===== src/lc3b_cfg.svh =====
`ifndef LC3B_CFG_SVH
`define LC3B_CFG_SVH

// datapath word, also the address width.
`define LC3B_WORD_W 16

// general purpose registers r0 to r7.
`define LC3B_NUM_REGS 8

// first fetch address once reset is released.
`define LC3B_PC_RESET 16'h0000

`endif


===== src/lc3b_pkg.sv =====
`include "lc3b_cfg.svh"

package lc3b_pkg;

    typedef logic [`LC3B_WORD_W-1:0] lc3b_word;
    typedef logic [$clog2(`LC3B_NUM_REGS)-1:0] lc3b_reg;
    typedef logic [2:0] lc3b_nzp;   // n, z, p from msb down.

    // only the opcodes this core executes.
    typedef enum logic [3:0] {
        lc3b_op_br  = 4'b0000,
        lc3b_op_add = 4'b0001,
        lc3b_op_and = 4'b0101,
        lc3b_op_ldr = 4'b0110,
        lc3b_op_str = 4'b0111,
        lc3b_op_not = 4'b1001,
        lc3b_op_jmp = 4'b1100
    } lc3b_opcode;

    typedef enum logic [1:0] {
        lc3b_pc_mux_sel_pc_plus2,
        lc3b_pc_mux_sel_pcn,    // pc-relative branch target.
        lc3b_pc_mux_sel_sr1     // base register of a jmp.
    } lc3b_pc_mux_sel;

    typedef enum logic {
        lc3b_wb_sel_alu,
        lc3b_wb_sel_mdr
    } lc3b_wb_sel;

    typedef enum logic [1:0] {
        lc3b_alu_add,
        lc3b_alu_and,
        lc3b_alu_not,
        lc3b_alu_pass_b
    } lc3b_alu_op;

    typedef struct packed {
        lc3b_opcode     opcode;
        lc3b_alu_op     alu_op;
        logic           imm_sel;    // immediate instead of sr2.
        lc3b_pc_mux_sel pc_mux_sel;
        logic           conditional_branch;
        logic           mem_read;
        logic           mem_write;
        lc3b_wb_sel     wb_sel;
        logic           regfile_load;
        lc3b_reg        dest;
    } lc3b_control_word;

endpackage


===== src/lc3b_pipe_if.sv =====
// one pipeline barrier; fields not yet known by the filling stage are zero.
interface lc3b_pipe_if;

    logic                        valid;
    lc3b_pkg::lc3b_control_word  control;
    lc3b_pkg::lc3b_word          ir;
    lc3b_pkg::lc3b_word          pc;     // already pc + 2.
    lc3b_pkg::lc3b_word          sr1;
    lc3b_pkg::lc3b_word          sr2;
    lc3b_pkg::lc3b_word          alu;
    lc3b_pkg::lc3b_word          pcn;
    lc3b_pkg::lc3b_word          mdr;

    modport producer (
        output valid, control, ir, pc, sr1, sr2, alu, pcn, mdr
    );

    modport consumer (
        input valid, control, ir, pc, sr1, sr2, alu, pcn, mdr
    );

endinterface


===== src/stage_fetch.sv =====
`include "lc3b_cfg.svh"

module stage_fetch (
    input  logic                clk,
    input  logic                rst_n,
    input  logic                br_en,
    lc3b_pipe_if.consumer       wb,
    output lc3b_pkg::lc3b_word  imem_addr,
    input  lc3b_pkg::lc3b_word  imem_rdata,
    lc3b_pipe_if.producer       if_id
);

    lc3b_pkg::lc3b_word       pc;
    lc3b_pkg::lc3b_word       pc_plus2;
    lc3b_pkg::lc3b_word       next_pc;
    lc3b_pkg::lc3b_pc_mux_sel pc_mux_sel;

    assign pc_plus2  = pc + 16'd2;
    assign imem_addr = pc;  // only moves on a clock edge.

    // redirect comes from the entry sitting in mem_wb.
    always_comb begin
        pc_mux_sel = lc3b_pkg::lc3b_pc_mux_sel_pc_plus2;
        if (wb.valid) begin
            pc_mux_sel = wb.control.pc_mux_sel;
            if (wb.control.conditional_branch && !br_en) begin
                pc_mux_sel = lc3b_pkg::lc3b_pc_mux_sel_pc_plus2;  // not taken.
            end
        end
    end

    always_comb begin
        case (pc_mux_sel)
            lc3b_pkg::lc3b_pc_mux_sel_pcn: next_pc = wb.pcn;
            lc3b_pkg::lc3b_pc_mux_sel_sr1: next_pc = wb.sr1;
            default:                       next_pc = pc_plus2;
        endcase
    end

    always_ff @(posedge clk or negedge rst_n) begin
        if (!rst_n) begin
            pc           <= `LC3B_PC_RESET;
            if_id.valid  <= 1'b0;
        end else begin
            pc           <= next_pc;
            if_id.valid  <= 1'b1;
        end
    end

    always_ff @(posedge clk) begin
        if_id.ir <= imem_rdata;
        if_id.pc <= pc_plus2;
    end

    // nothing decoded yet.
    assign if_id.control = '0;
    assign if_id.sr1     = '0;
    assign if_id.sr2     = '0;
    assign if_id.alu     = '0;
    assign if_id.pcn     = '0;
    assign if_id.mdr     = '0;

endmodule


===== src/stage_decode.sv =====
`include "lc3b_cfg.svh"

module stage_decode (
    input  logic          clk,
    input  logic          rst_n,
    lc3b_pipe_if.consumer if_id,
    lc3b_pipe_if.consumer wb,
    lc3b_pipe_if.producer id_ex
);

    lc3b_pkg::lc3b_word         ir;
    lc3b_pkg::lc3b_control_word ctrl;
    lc3b_pkg::lc3b_reg          sr1_addr;
    lc3b_pkg::lc3b_reg          sr2_addr;
    lc3b_pkg::lc3b_word         sr1;
    lc3b_pkg::lc3b_word         sr2;
    lc3b_pkg::lc3b_word         wb_data;
    logic                       wb_load;

    lc3b_pkg::lc3b_word         regs [`LC3B_NUM_REGS];

    // an empty slot decodes as the all-zero word, a br that never branches.
    assign ir = if_id.valid ? if_id.ir : '0;

    always_comb begin
        ctrl        = '0;
        ctrl.opcode = lc3b_pkg::lc3b_opcode'(ir[15:12]);
        ctrl.alu_op = lc3b_pkg::lc3b_alu_pass_b;
        ctrl.dest   = ir[11:9];
        case (ctrl.opcode)
            lc3b_pkg::lc3b_op_add, lc3b_pkg::lc3b_op_and: begin
                ctrl.alu_op       = (ctrl.opcode == lc3b_pkg::lc3b_op_add) ?
                                    lc3b_pkg::lc3b_alu_add : lc3b_pkg::lc3b_alu_and;
                ctrl.imm_sel      = ir[5];  // imm5 form.
                ctrl.regfile_load = 1'b1;
            end
            lc3b_pkg::lc3b_op_not: begin
                ctrl.alu_op       = lc3b_pkg::lc3b_alu_not;
                ctrl.regfile_load = 1'b1;
            end
            lc3b_pkg::lc3b_op_ldr: begin
                ctrl.alu_op       = lc3b_pkg::lc3b_alu_add;
                ctrl.imm_sel      = 1'b1;
                ctrl.mem_read     = 1'b1;
                ctrl.wb_sel       = lc3b_pkg::lc3b_wb_sel_mdr;
                ctrl.regfile_load = 1'b1;
            end
            lc3b_pkg::lc3b_op_str: begin
                ctrl.alu_op    = lc3b_pkg::lc3b_alu_add;
                ctrl.imm_sel   = 1'b1;
                ctrl.mem_write = 1'b1;
            end
            lc3b_pkg::lc3b_op_br: begin
                ctrl.pc_mux_sel         = lc3b_pkg::lc3b_pc_mux_sel_pcn;
                ctrl.conditional_branch = 1'b1;
            end
            lc3b_pkg::lc3b_op_jmp: begin
                ctrl.pc_mux_sel = lc3b_pkg::lc3b_pc_mux_sel_sr1;
            end
            default: ;  // unsupported opcodes do nothing.
        endcase
    end

    assign sr1_addr = ir[8:6];
    // str reads its data register from the dest field.
    assign sr2_addr = (ctrl.opcode == lc3b_pkg::lc3b_op_str) ? ir[11:9] : ir[2:0];

    assign wb_load = wb.valid && wb.control.regfile_load;
    assign wb_data = (wb.control.wb_sel == lc3b_pkg::lc3b_wb_sel_mdr) ? wb.mdr : wb.alu;

    always_ff @(posedge clk) begin
        if (wb_load) begin
            regs[wb.control.dest] <= wb_data;
        end
    end

    // write-before-read bypass.
    always_comb begin
        sr1 = regs[sr1_addr];
        sr2 = regs[sr2_addr];
        if (wb_load && wb.control.dest == sr1_addr) begin
            sr1 = wb_data;
        end
        if (wb_load && wb.control.dest == sr2_addr) begin
            sr2 = wb_data;
        end
    end

    always_ff @(posedge clk or negedge rst_n) begin
        if (!rst_n) begin
            id_ex.valid   <= 1'b0;
            id_ex.control <= '0;
        end else begin
            id_ex.valid   <= if_id.valid;
            id_ex.control <= ctrl;
        end
    end

    always_ff @(posedge clk) begin
        id_ex.ir  <= if_id.ir;
        id_ex.pc  <= if_id.pc;
        id_ex.sr1 <= sr1;
        id_ex.sr2 <= sr2;
    end

    assign id_ex.alu = '0;
    assign id_ex.pcn = '0;
    assign id_ex.mdr = '0;

endmodule


===== src/stage_execute.sv =====
`include "lc3b_cfg.svh"

module stage_execute (
    input  logic          clk,
    input  logic          rst_n,
    lc3b_pipe_if.consumer id_ex,
    lc3b_pipe_if.producer ex_mem
);

    lc3b_pkg::lc3b_word imm5;
    lc3b_pkg::lc3b_word offset6;
    lc3b_pkg::lc3b_word offset9;
    lc3b_pkg::lc3b_word alu_b;
    lc3b_pkg::lc3b_word alu;
    lc3b_pkg::lc3b_word pcn;
    logic               mem_op;

    assign imm5    = {{(`LC3B_WORD_W-5){id_ex.ir[4]}}, id_ex.ir[4:0]};
    // word offsets, scaled to bytes.
    assign offset6 = {{(`LC3B_WORD_W-7){id_ex.ir[5]}}, id_ex.ir[5:0], 1'b0};
    assign offset9 = {{(`LC3B_WORD_W-10){id_ex.ir[8]}}, id_ex.ir[8:0], 1'b0};

    assign mem_op = id_ex.control.mem_read || id_ex.control.mem_write;

    always_comb begin
        if (!id_ex.control.imm_sel) begin
            alu_b = id_ex.sr2;
        end else if (mem_op) begin
            alu_b = offset6;   // base + offset address.
        end else begin
            alu_b = imm5;
        end
    end

    always_comb begin
        case (id_ex.control.alu_op)
            lc3b_pkg::lc3b_alu_add: alu = id_ex.sr1 + alu_b;
            lc3b_pkg::lc3b_alu_and: alu = id_ex.sr1 & alu_b;
            lc3b_pkg::lc3b_alu_not: alu = ~id_ex.sr1;
            default:                alu = alu_b;
        endcase
    end

    assign pcn = id_ex.pc + offset9;  // pc here is already pc + 2.

    always_ff @(posedge clk or negedge rst_n) begin
        if (!rst_n) begin
            ex_mem.valid   <= 1'b0;
            ex_mem.control <= '0;
        end else begin
            ex_mem.valid   <= id_ex.valid;
            ex_mem.control <= id_ex.control;
        end
    end

    always_ff @(posedge clk) begin
        ex_mem.ir  <= id_ex.ir;
        ex_mem.pc  <= id_ex.pc;
        ex_mem.sr1 <= id_ex.sr1;   // jmp target rides along.
        ex_mem.sr2 <= id_ex.sr2;
        ex_mem.alu <= alu;
        ex_mem.pcn <= pcn;
    end

    assign ex_mem.mdr = '0;

endmodule


===== src/stage_memory.sv =====
module stage_memory (
    input  logic                clk,
    input  logic                rst_n,
    lc3b_pipe_if.consumer       ex_mem,
    output logic                dmem_strobe,
    output logic                dmem_we,
    output lc3b_pkg::lc3b_word  dmem_addr,
    output lc3b_pkg::lc3b_word  dmem_wdata,
    input  lc3b_pkg::lc3b_word  dmem_rdata,
    output logic                br_en,
    lc3b_pipe_if.producer       mem_wb
);

    lc3b_pkg::lc3b_nzp  nzp;
    lc3b_pkg::lc3b_word result;
    logic               taken;

    // single cycle access, the memory answers in the same cycle.
    assign dmem_strobe = ex_mem.valid && (ex_mem.control.mem_read || ex_mem.control.mem_write);
    assign dmem_we     = ex_mem.valid && ex_mem.control.mem_write;
    assign dmem_addr   = ex_mem.alu;
    assign dmem_wdata  = ex_mem.sr2;

    assign result = ex_mem.control.mem_read ? dmem_rdata : ex_mem.alu;

    // branch nzp field against the current flags.
    assign taken = ex_mem.valid && ex_mem.control.conditional_branch &&
                   |(ex_mem.ir[11:9] & nzp);

    always_ff @(posedge clk or negedge rst_n) begin
        if (!rst_n) begin
            nzp            <= '0;
            br_en          <= 1'b0;
            mem_wb.valid   <= 1'b0;
            mem_wb.control <= '0;
        end else begin
            if (ex_mem.valid && ex_mem.control.regfile_load) begin
                nzp <= {result[15], result == '0, !result[15] && result != '0};
            end
            br_en          <= taken;  // lines up with the mem_wb entry.
            mem_wb.valid   <= ex_mem.valid;
            mem_wb.control <= ex_mem.control;
        end
    end

    always_ff @(posedge clk) begin
        mem_wb.ir  <= ex_mem.ir;
        mem_wb.pc  <= ex_mem.pc;
        mem_wb.sr1 <= ex_mem.sr1;
        mem_wb.sr2 <= ex_mem.sr2;
        mem_wb.alu <= ex_mem.alu;
        mem_wb.pcn <= ex_mem.pcn;
        mem_wb.mdr <= dmem_rdata;
    end

endmodule


===== src/lc3b_core.sv =====
module lc3b_core (
    input  logic                clk,
    input  logic                rst_n,

    // instruction memory.
    output lc3b_pkg::lc3b_word  imem_addr,
    input  lc3b_pkg::lc3b_word  imem_rdata,

    // data memory.
    output logic                dmem_strobe,
    output logic                dmem_we,
    output lc3b_pkg::lc3b_word  dmem_addr,
    output lc3b_pkg::lc3b_word  dmem_wdata,
    input  lc3b_pkg::lc3b_word  dmem_rdata
);

    logic br_en;

    lc3b_pipe_if if_id ();
    lc3b_pipe_if id_ex ();
    lc3b_pipe_if ex_mem ();
    lc3b_pipe_if mem_wb ();

    stage_fetch u_fetch (
        .clk,
        .rst_n,
        .br_en,
        .wb         (mem_wb),
        .imem_addr,
        .imem_rdata,
        .if_id      (if_id)
    );

    // also holds the register file written from mem_wb.
    stage_decode u_decode (
        .clk,
        .rst_n,
        .if_id      (if_id),
        .wb         (mem_wb),
        .id_ex      (id_ex)
    );

    stage_execute u_execute (
        .clk,
        .rst_n,
        .id_ex      (id_ex),
        .ex_mem     (ex_mem)
    );

    stage_memory u_memory (
        .clk,
        .rst_n,
        .ex_mem     (ex_mem),
        .dmem_strobe,
        .dmem_we,
        .dmem_addr,
        .dmem_wdata,
        .dmem_rdata,
        .br_en,
        .mem_wb     (mem_wb)
    );

endmodule


===== config.mk =====
export PLATFORM = sky130hd
export DESIGN_NAME = lc3b_core
export DESIGN_NICKNAME = d
export VERILOG_FILES = /design/src/lc3b_pkg.sv /design/src/lc3b_pipe_if.sv /design/src/stage_fetch.sv /design/src/stage_decode.sv /design/src/stage_execute.sv /design/src/stage_memory.sv /design/src/lc3b_core.sv
export VERILOG_INCLUDE_DIRS = /design/src
export SDC_FILE = /design/constraint.sdc
export NUM_CORES = 1
export LEC_CHECK = 0
export BUFFER_PORTS_ARGS = -buffer_cell sky130_fd_sc_hd__buf_2
export CORE_MARGIN = 8
export CORE_UTILIZATION = 65
export DETAILED_ROUTE_END_ITERATION = 8
export GPL_TIMING_DRIVEN = 0
export HOLD_SLACK_MARGIN = 0.15
export PLACE_DENSITY = 0.84
export SLEW_MARGIN = 20
export SYNTH_ARGS = -nofsm -noshare
export SYNTH_HDL_FRONTEND = slang
export SYNTH_SLANG_ARGS = --single-unit

===== constraint.sdc =====
create_clock -name clk -period 10.8 [get_ports clk]
set_input_delay 0.54 -clock clk [delete_from_list [all_inputs] [get_ports clk]]
set_output_delay 0.54 -clock clk [all_outputs]
set_load 0.01 [all_outputs]

# Word-level counts from Yosys, hierarchy flattened
# Memories as Yosys holds them, arrays and structs flattened. A register that Yosys moved wholly into a read port is not among the register bits.
# Cells that the tools add are included.
# classes
n_addsub,3
n_eq_ne,10
muxes,20
n_bitwise,3
reduce_logical,20
# op_table
cell,n
$mux W16,5
$pmux W16 S3,1
$add A16 B16 Y16,2
$pmux W16 S2,1
$add A16 B2 Y16 const B,1
$and A16 B16 Y16,1
$logic_not A16 Y1,1
$not A16 Y16,1
$reduce_bool A16 Y1,1
$eq A4 B3 Y1 const B,3
$eq A4 B4 Y1 const B,2
$logic_and A1 B1 Y1,8
$mux W1,7
$pmux W2 S3,1
$eq A2 B1 Y1 const B,2
$eq A2 B2 Y1 const B,2
$eq A4 B1 Y1 const B,1
$logic_not A4 Y1,1
$mux W2,2
$pmux W2 S2,1
$reduce_or A2 Y1,2
$reduce_or A4 Y1,1
$and A3 B3 Y3,1
$mux W3,1
5 further kinds,7
# totals
ff_bits,253
ramBits,128
input_bits,34
out_inout_bits,50
word_cells,96
memories,1
# memory_table
name,depth,width,read_ports,rd_ports_with_merged_regs,write_ports,line_no,source
u_decode.regs,8,16,2,2,1,stage_decode.sv:20,lc3b_pkg::lc3b_word regs [`LC3B_NUM_REGS];

# Logic depth before layout (Yosys ltp)
# Gate-level depths: netlist of the first run.
# depth
ltp_word,6
depth_mapped,14
mapped_depth_nobuf,11

# Modules after synthesis
# From an unflattened synthesis of the first run, not the netlist that was laid out.
# unflattened
hier_cells,1266
area_unflattened_um2,18138.6
# by_module_without_submodules
mod,n_inst,cells_per_inst,area_per_inst_um2,seq_area_each_um2
stage_decode,1,418,7993.9,5004.8
stage_execute,1,408,4498.1,2352.3
stage_memory,1,191,3196.8,2792.7
stage_fetch,1,249,2449.8,1066.0

# Least setup slack after synthesis of the first run
# No wires, ideal clock.
# synth_timing
kind,reg-to-reg
start,register with a tool-made name
end,register u_execute.ex_mem.alu[12]
setup_ns,0.122
t_arrival_ns,3.351
required_ns,10.678
path_slack_ns,7.327
stages_incl_launch_ff,13
path_buffers,2
period_less_slack_ns,3.473
cell_sequence,dfxtp_1 -> buf_6 -> buf_4 -> mux4_2 -> mux2i_1 -> o21ai_0 -> ha_1 -> fa_1 -> a21o_1 -> a221oi_2 -> o21ai_0 -> nor4b_1 -> o32a_1
# synth_rtl
element,line_no,source
"end, declared",lc3b_pipe_if.sv:15,"output valid, control, ir, pc, sr1, sr2, alu, pcn, mdr"

==> results.cfg, run 1 <==
[synthesis]
synth-compound-area-share_pct = 7.74
synth_edf_count = 128
synth_cell_types = 66
synth_fa_ha_area_share_pct = 3.17
muxShareOfSynthArea_pct = 15.1
syn_area_per_cell_sq_um = 14.4
synth_xor_area_share_pct = 2.08
synth_top_family_by_area = multiplexers
synthCells = 994
yosysTopAreaCellShare_pct = 27.6
synthFlopType = dfxtp_1
yosysSeqAreaShare_pct = 63.2
synth.area.top_cells = dfxtp_1, edfxtp_1, dfrtp_1
synthSimpleGateAreaFrac_pct = 6.62
netlist.top_cell.by_area = dfxtp_1
synth_nets = 1063
synth-seq-cells = 375
async_flop_share_pct = 13.3
syn_area_sq_mm = 0.0143
ys_warn_count = 0

[pwr]
swShare_pct = 25.5
p_seq_share_pct = 49.7
ir_drop_mv = 0.148
clock_power_share_pct = 36.7
power_density_mw_per_mm2 = 205
p_leak_nw = 6.51
switching_power_mw = 0.871
internal-power_mw = 2.54
p_total_mw = 3.42
combPwrFrac_pct = 13.6

[route]
drt_first_pass_iters = 5
wirelength_um = 35900
dr.first_iter.drc_count = 925
num_vias = 9213
ant_nets = 0
wl_per_cell_um = 24.6
drc = 0
vias_per_cell = 6.32

[setup_path]
worst_setup_path_end_kind = flip-flop
crit_type = flip-flop to flip-flop
cp.arrival_ns = 4.73
crit_path_max_fanout = 10
rrSetupSlack_ns = 6.49
crit_required_ns = 11.22
startpoint_type = flip-flop

[timing]
max_slew_margin_pct = 37.7
period_needed_ns = 4.31
worstMarginPinSlew_ns = 0.934
slew_violations = 0
setup-violations-final = 0
fmax_ghz = 0.232
fin_setup_tns_ns = 0
fin_ws_ns = 6.49
hold_viol_final = 0
fin_crit_sh_pct = 39.9
rsz0062_at_grt = no
finClkSkew_ns = 0.0147

[final_layout]
n_fill_cell = 1204
nNetsFinal = 1219
largest-register = u_decode.regs
antenna_cells = 0
ff_latch_area_sq_mm = 0.00904
final_layout_size_suffix_gt1_share_pct = 22.7
finalNonFillerCells = 1458
largest_reg_flops = 128
syn2layout_area_growth_pct = 16.4
multi_input_area_sq_mm = 0.00501
layout_commonest_cell = dfxtp_1
mostFrequentLayoutCells = dfxtp_1, edfxtp_1, buf_2, nand2_1, mux4_2

[floorplan]
dieArea_sq_mm = 0.0270
row_count = 54
die_x_um = 164
design.core.area_sq_mm = 0.0217
dieHeight_um = 164
ios = 84
floorplan.initialDensity_pct = 65.9

[grt]
grt_pass1_wl_um = 54400
overflow = 0
grt.total_usage_pct = 27.0
grt_pass1_vias = 9365
grt_max_degree = 51
antenna_found_initial = 0

[place]
pre_cts_ws_ns = 6.57
dp_hpwl_um = 23700
port_buffers = 83
dp.cells = 1361
place_congestion = 0.950

[clock_tree]
clockBufferDepth = 3
clkLatencyLatePin_ns = 0.52
cts_root_buffer = clkbuf_16
postCtsSetupBuffers = 0
cts_tree = built
cts.sink_count = 375
clk_transition_reported_paths_ns = 0.06
htree_levels = 2
cts_made_buffers = 37

[hold_path]
hp-class = input pin to flip-flop

[job]
max_cap_viol_count = 0

[status]
outcome = finished, final reports clean
stage by stage:
stage                     util (%)  hold WS (ns)  area (sq um)
after global routing          76.7         0.172         16600
after global placement        69.5         0.310         15100
after CTS                     76.7         0.172         16600
final                         76.7         0.195         16600
after detailed placement      69.9         0.312         15100
after floorplan                  -         0.244         14300
per-layer routing:
| layer | track usage, % | vias up | share of wire [%] |
|---|---|---|---|
| met5 | 0 | - | 0 |
| met4 | 10.2 | 0 | 3.3 |
| met3 | 3.86 | 83 | 7.4 |
| met2 | 46.3 | 452 | 50 |
| met1 | 34.3 | 4615 | 39 |
| li1 | - | 4063 | - |
synth_stat cells (4+ instances only):
cell	instances
buf_2	5
o21ai_0	39
o21bai_1	4
mux4_2	52
mux4_1	12
mux2i_1	16
and3_1	11
nand2b_1	11
and2_1	8
nand4_1	10
a221oi_1	5
a22oi_1	17
nor2b_1	8
a21o_1	9
xnor2_1	20
nor3_1	11
dfxtp_1	197
nand2_1	57
nor4_1	10
a211oi_1	8
clkbuf_1	23
mux2_2	45
edfxtp_1	128
o21a_1	8
nand3_1	13
ha_1	33
inv_1	17
a21oi_1	42
dfrtp_1	50
xor2_1	14
buf_4	8
nor2_1	49
cells by family after synthesis:
kind of cell    after synthesis
fa+ha+maj                    35
mux                         125
simple gates                196
xor+xnor                     34
flops                       375
buf+inv                      60
other cells                   1
compound gates              168
path summary, 6_finish.rpt:
| kind | end | cells past startpoint | from |
|---|---|---|---|
| max | u_execute.ex_mem.alu[13] | 11 | flip-flop |
| min | u_memory.mem_wb.mdr[0] | 1 | dmem_rdata[0] |
| max reg2reg | u_execute.ex_mem.alu[13] | 11 | flip-flop |
| min reg2reg | u_memory.mem_wb.sr1[12] | 0 | u_execute.ex_mem.sr1[12] |
| max in group asynchronous | u_execute.ex_mem.control[6] | 2 | rst_n |
| min in group asynchronous | u_memory.mem_wb.control[8] | 2 | rst_n |
what timing repair did:
action	in CTS	in global routing
hold endpoints to repair	29	50
resized for setup	0	0
hold buffers	29	1
cell type report:
class,count,share of cell area (%)
Buffer,41,1.38
Clock buffer,52,6.27
Clock inverter,15,0.850
Inverter,19,0.429
Multi-Input combinational cell,559,30.1
Sequential cell,375,54.3
Tap cell,280,2.11
Timing Repair Buffer,117,4.50
critical path, cell delays in order, from the launching register on:
cell	delay, ns
dfxtp_1	0.52
buf_4	0.27
clkbuf_1	0.57
mux4_1	0.40
mux2_2	0.36
ha_1	0.41
a21oi_1	0.31
o211ai_1	0.21
a221oi_1	0.48
o21ai_0	0.20
and3_1	0.21
nor3_1	0.24
power groups by stage:
stage                     combinational [mW]  sequential (mW)  clock [mW]
after floorplan                        0.298             1.71           0
after global placement                 0.426             1.72           0
after detailed placement               0.439             1.72           0
after CTS                              0.456             1.70        1.26
after global routing                   0.507             1.71        1.32
final                                  0.466             1.70        1.25
(Power assumes the default switching activity.)
==> run 2: changes to the inputs <==
CORE_UTILIZATION = 60   (was 65)
PLACE_DENSITY = 0.79   (was 0.84)
clock period = 4.4 ns   (was 10.8 ns; I/O delays follow)
==> results.cfg, run 2 (same netlist as run 1, synthesis figures left out) <==
[job]
max_cap_viol_count = 0

[timing]
setup-violations-final = 0
fin_setup_tns_ns = 0
rsz0062_at_grt = no
fin_crit_sh_pct = 95.1
period_needed_ns = 4.18
slew_violations = 0
max_slew_margin_pct = 31.4
finClkSkew_ns = 0.0189
fmax_ghz = 0.239
finalHoldWorstSlack_ns = 0.257
hold_viol_final = 0
worstMarginPinSlew_ns = 1.01

[place]
dp.cells = 1402
port_buffers = 83
place_congestion = 0.887
post_dp_cell_area_sq_mm = 0.0152
dp_hpwl_um = 24000

[route]
drt_first_pass_iters = 5
wl_per_cell_um = 23.1
drc = 0
vias_per_cell = 6.15
num_vias = 9230
dr.first_iter.drc_count = 877
wirelength_um = 34700
ant_nets = 0

[pwr]
swShare_pct = 24.9
p_leak_nw = 6.56
power_density_mw_per_mm2 = 503
switching_power_mw = 2.11
internal-power_mw = 6.33
p_seq_share_pct = 49.4
clock_power_share_pct = 37.1
combPwrFrac_pct = 13.5
ir_drop_mv = 0.392

[final_layout]
n_fill_cell = 1552
largest_reg_flops = 128
syn2layout_area_growth_pct = 17.4
layout_commonest_cell = dfxtp_1
final_layout_size_suffix_gt1_share_pct = 23.2
nNetsFinal = 1224
mostFrequentLayoutCells = dfxtp_1, edfxtp_1, buf_2, nand2_1, mux4_2
finalNonFillerCells = 1501
largest-register = u_decode.regs
antenna_cells = 0
final_cell_area_sq_mm = 0.0168

[setup_path]
crit_type = flip-flop to flip-flop
worst_setup_path_end_kind = flip-flop
startpoint_type = flip-flop
r2r_end = u_execute.ex_mem.alu[12]
r2r_cells = 13
cp.arrival_ns = 4.56
rrSetupSlack_ns = 0.22
crit_required_ns = 4.78
crit_end = u_execute.ex_mem.alu[12]
crit_path_max_fanout = 10

[floorplan]
row_count = 56
ios = 84
dieArea_sq_mm = 0.0290
die_x_um = 170
floorplan.initialDensity_pct = 61.1
design.core.area_sq_mm = 0.0234
dieHeight_um = 170

[grt]
overflow = 0
grt.total_usage_pct = 24.4
grt_pass1_wl_um = 53600
grt_pass1_vias = 9307
grt_max_degree = 51
antenna_found_initial = 0

[clock_tree]
cts.sink_count = 375
clockBufferDepth = 3
clkLatencyLatePin_ns = 0.52
clk_transition_reported_paths_ns = 0.06
cts_made_buffers = 37
cts_root_buffer = clkbuf_16
postCtsSetupBuffers = 0
htree_levels = 2
cts_tree = built

[hold_path]
hp-class = input pin to asynchronous set/reset pin

[status]
outcome = finished, final reports clean
## run 2: cell count changes in the layout (fill, tap and decap cells not counted), sizes merged
| cell | previous run | this run |
|---|---|---|
| buf | 105 | 107 |
| bufinv | 2 | 4 |
| clkbuf | 75 | 69 |
| clkinv | 11 | 14 |
| clkinvlp | 2 | 1 |
| dlygate4sd3 | 30 | 33 |
| inv | 19 | 20 |
## run 2: worst max-delay path: stages, from the launching register on
cell      delay (ns)
dfxtp_1         0.31
buf_2           0.21
buf_4           0.27
buf_2           0.35
mux4_2          0.37
mux2i_2         0.26
o21ai_0         0.19
ha_1            0.27
fa_1            0.43
a21o_1          0.22
a221oi_4        0.33
o21ai_1         0.25
nor4b_1         0.21
o32a_1          0.38
## run 2: worst min path at each step
stage | start | endpoint | slack (ns) | depth (start not counted)
floorplan | rst_n | u_decode.id_ex.control[0] | -0.08 | 0
finish | rst_n | u_fetch.imem_addr[15] | 0.26 | 2
detailed placement | u_execute.ex_mem.sr1[0] | u_memory.mem_wb.sr1[0] | 0.31 | 0
global placement | u_execute.ex_mem.pcn[6] | u_memory.mem_wb.pcn[6] | 0.31 | 0
global route | rst_n | u_fetch.imem_addr[15] | 0.32 | 2
CTS | u_execute.ex_mem.sr1[9] | u_memory.mem_wb.sr1[9] | 0.32 | 0
## run 2: repair_timing
action,in CTS,in global routing
endpoints found under the hold margin,82,0
hold buffers,33,0
resized for setup,1,4
cloned,0,0
setup endpoints to repair,1,3
## run 2: area by class of cell
type	instances	area (sq um)	share of cell area [%]
inverters	19	71.3	0.425
clock buffers	46	1010	6.02
flip-flops and latches	375	9040	53.9
well taps	319	399	2.38
plain buffers	41	230	1.37
repair buffers	122	808	4.82
clock inverters	20	208	1.24
multi-input cells	559	5020	29.9
## run 2: layer usage
layer	global-route usage, %	up-vias	part of all wire, %
li1	-	4087	-
met1	33.1	4630	41
met2	39.7	438	48
met3	3.50	75	7.5
met4	8.70	0	3.0
met5	0	-	0
## run 2: power groups by stage
| stage | Combinational, mW | Sequential (mW) | Clock (mW) |
|---|---|---|---|
| CTS | 1.12 | 4.16 | 3.18 |
| detailed placement | 1.08 | 4.23 | 0 |
| floorplan | 0.733 | 4.19 | 0 |
| global placement | 1.06 | 4.22 | 0 |
| global route | 1.24 | 4.20 | 3.32 |
| finish | 1.14 | 4.17 | 3.13 |
## run 2: metrics by stage
| stage | setup slack [ns] | power, mW | util (%) |
|---|---|---|---|
| after floorplan | 0.927 | 4.92 | - |
| after global placement | 0.124 | 5.27 | 64.6 |
| after detailed placement | 0.0796 | 5.30 | 65.0 |
| after CTS | 0.0925 | 8.46 | 71.6 |
| after global routing | 0.0674 | 8.76 | 71.7 |
| final | 0.218 | 8.44 | 71.7 |
==> run 3: changes to the inputs <==
CORE_UTILIZATION = 56   (was 60)
PLACE_DENSITY = 0.74   (was 0.79)
REMOVE_ABC_BUFFERS = 1   (was unset)
SKIP_CTS_REPAIR_TIMING = 1   (was unset)
==> results.cfg, run 3 (same netlist as run 1, synthesis figures left out) <==
[pwr]
internal-power_mw = 6.34
ir_drop_mv = 0.390
clock_power_share_pct = 37.4
combPwrFrac_pct = 12.7
switching_power_mw = 2.07
power_density_mw_per_mm2 = 504
swShare_pct = 24.6
p_leak_nw = 6.48
p_seq_share_pct = 49.9

[timing]
fin_crit_sh_pct = 94.0
max_slew_margin_pct = 23.8
hold_viol_final = 0
period_needed_ns = 4.14
fin_setup_tns_ns = 0
finClkSkew_ns = 0.0304
rsz0062_at_grt = no
setup-violations-final = 0
fin_ws_ns = 0.262
worstMarginPinSlew_ns = 1.14
fmax_ghz = 0.242
finalHoldWorstSlack_ns = 0.277
slew_violations = 0

[status]
outcome = finished, final reports clean

[grt]
overflow = 0
antenna_found_initial = 0
grt.total_usage_pct = 21.2
grt_max_degree = 51
grt_pass1_wl_um = 50300
grt_pass1_vias = 8882

[route]
wirelength_um = 32700
drt_first_pass_iters = 5
num_vias = 8801
vias_per_cell = 5.95
ant_nets = 0
wl_per_cell_um = 22.1
dr.first_iter.drc_count = 706
drc = 0

[final_layout]
layout_commonest_cell = dfxtp_1
largest-register = u_decode.regs
syn2layout_area_growth_pct = 16.7
final_layout_size_suffix_gt1_share_pct = 22.8
final_cell_area_sq_mm = 0.0167
mostFrequentLayoutCells = dfxtp_1, edfxtp_1, buf_2, nand2_1, mux4_2
post-route-util_pct = 66.4
largest_reg_flops = 128
n_fill_cell = 1792
nNetsFinal = 1187

[setup_path]
crit_required_ns = 4.81
worst_setup_path_end_kind = flip-flop
crit_path_max_fanout = 16
crit_type = flip-flop to flip-flop
startpoint_type = flip-flop
cp.arrival_ns = 4.55

[floorplan]
dieHeight_um = 176
row_count = 58
ios = 84
dieArea_sq_mm = 0.0309
design.core.area_sq_mm = 0.0251
die_x_um = 176
floorplan.initialDensity_pct = 56.9

[job]
max_cap_viol_count = 0

[clock_tree]
cts_made_buffers = 38
htree_levels = 2
cts.sink_count = 375
cts_root_buffer = clkbuf_16
clkLatencyLatePin_ns = 0.52
cts_tree = built
clockBufferDepth = 3
clk_transition_reported_paths_ns = 0.06

[place]
post_dp_cell_area_sq_mm = 0.0151
place_congestion = 0.932
dp_hpwl_um = 22100
port_buffers = 83
pre_cts_ws_ns = 0.306

[hold_path]
hp-class = input pin to asynchronous set/reset pin
-- run 3: changes by cell type in the layout (fill, tap and decap cells not counted), sizes merged --
| cell | change |
|---|---|
| buf | -15 |
| inv | -1 |
| bufinv | -1 |
| diode | +2 |
| clkinvlp | +1 |
| clkbuf | -18 |
| clkinv | -1 |
-- run 3: critical path, stage by stage (launching register included) --
cell,delay [ns]
dfxtp_2,0.75
buf_16,0.25
mux4_2,0.53
mux2_2,0.31
ha_1,0.25
fa_1,0.41
a21o_1,0.20
a221oi_2,0.39
o21ai_0,0.34
nor4b_1,0.25
o32a_1,0.35
-- run 3: worst paths after layout --
path | start | end | slack, ns | cells after the start
max in group asynchronous | rst_n | u_memory.mem_wb.control[3] | 3.66 | 2
min in group clk | u_decode.id_ex.pc[0] | u_execute.ex_mem.pcn[0] | 0.31 | 0
worst min-delay path | rst_n | u_fetch.imem_addr[2] | 0.28 | 2
worst max register to register | flip-flop | u_execute.ex_mem.alu[12] | 0.26 | 10
worst max-delay path | flip-flop | u_execute.ex_mem.alu[12] | 0.26 | 10
worst min register to register | u_decode.id_ex.pc[0] | u_execute.ex_mem.pcn[0] | 0.31 | 0
-- run 3: power groups by stage --
stage | combinational [mW] | sequential [mW] | clock, mW
floorplan | 0.690 | 4.22 | 0
global placement | 0.978 | 4.27 | 0
detailed placement | 1.03 | 4.26 | 0
CTS | 1.04 | 4.20 | 3.20
global route | 1.18 | 4.23 | 3.34
finish | 1.07 | 4.20 | 3.15
-- run 3: metrics by stage --
step / power, mW / instances
after floorplan: 4.91 / 953
after global placement: 5.24 / 1366
after detailed placement: 5.29 / 1375
after CTS: 8.43 / 1444
after global routing: 8.75 / 1477
final: 8.41 / 1479
-- run 3: final cells by class --
class / count / area (sq um) / area share [%]
diodes: 2 / 5.00 / 0.0300
flip-flops and latches: 375 / 9050 / 54.2
inverters: 19 / 71.3 / 0.428
multi-input cells: 559 / 5010 / 30.0
clock inverters: 18 / 176 / 1.06
repair buffers: 125 / 896 / 5.37
well taps: 330 / 413 / 2.48
clock buffers: 51 / 1060 / 6.37
-- run 3: metal layers --
| layer | vias up | part of all wire [%] | track usage (%) |
|---|---|---|---|
| met1 | 4352 | 41 | 27.1 |
| met4 | 0 | 3.4 | 8.62 |
| met5 | - | 0 | 0 |
| met3 | 71 | 7.1 | 4.02 |
| li1 | 4013 | - | - |
| met2 | 365 | 49 | 35.0 |
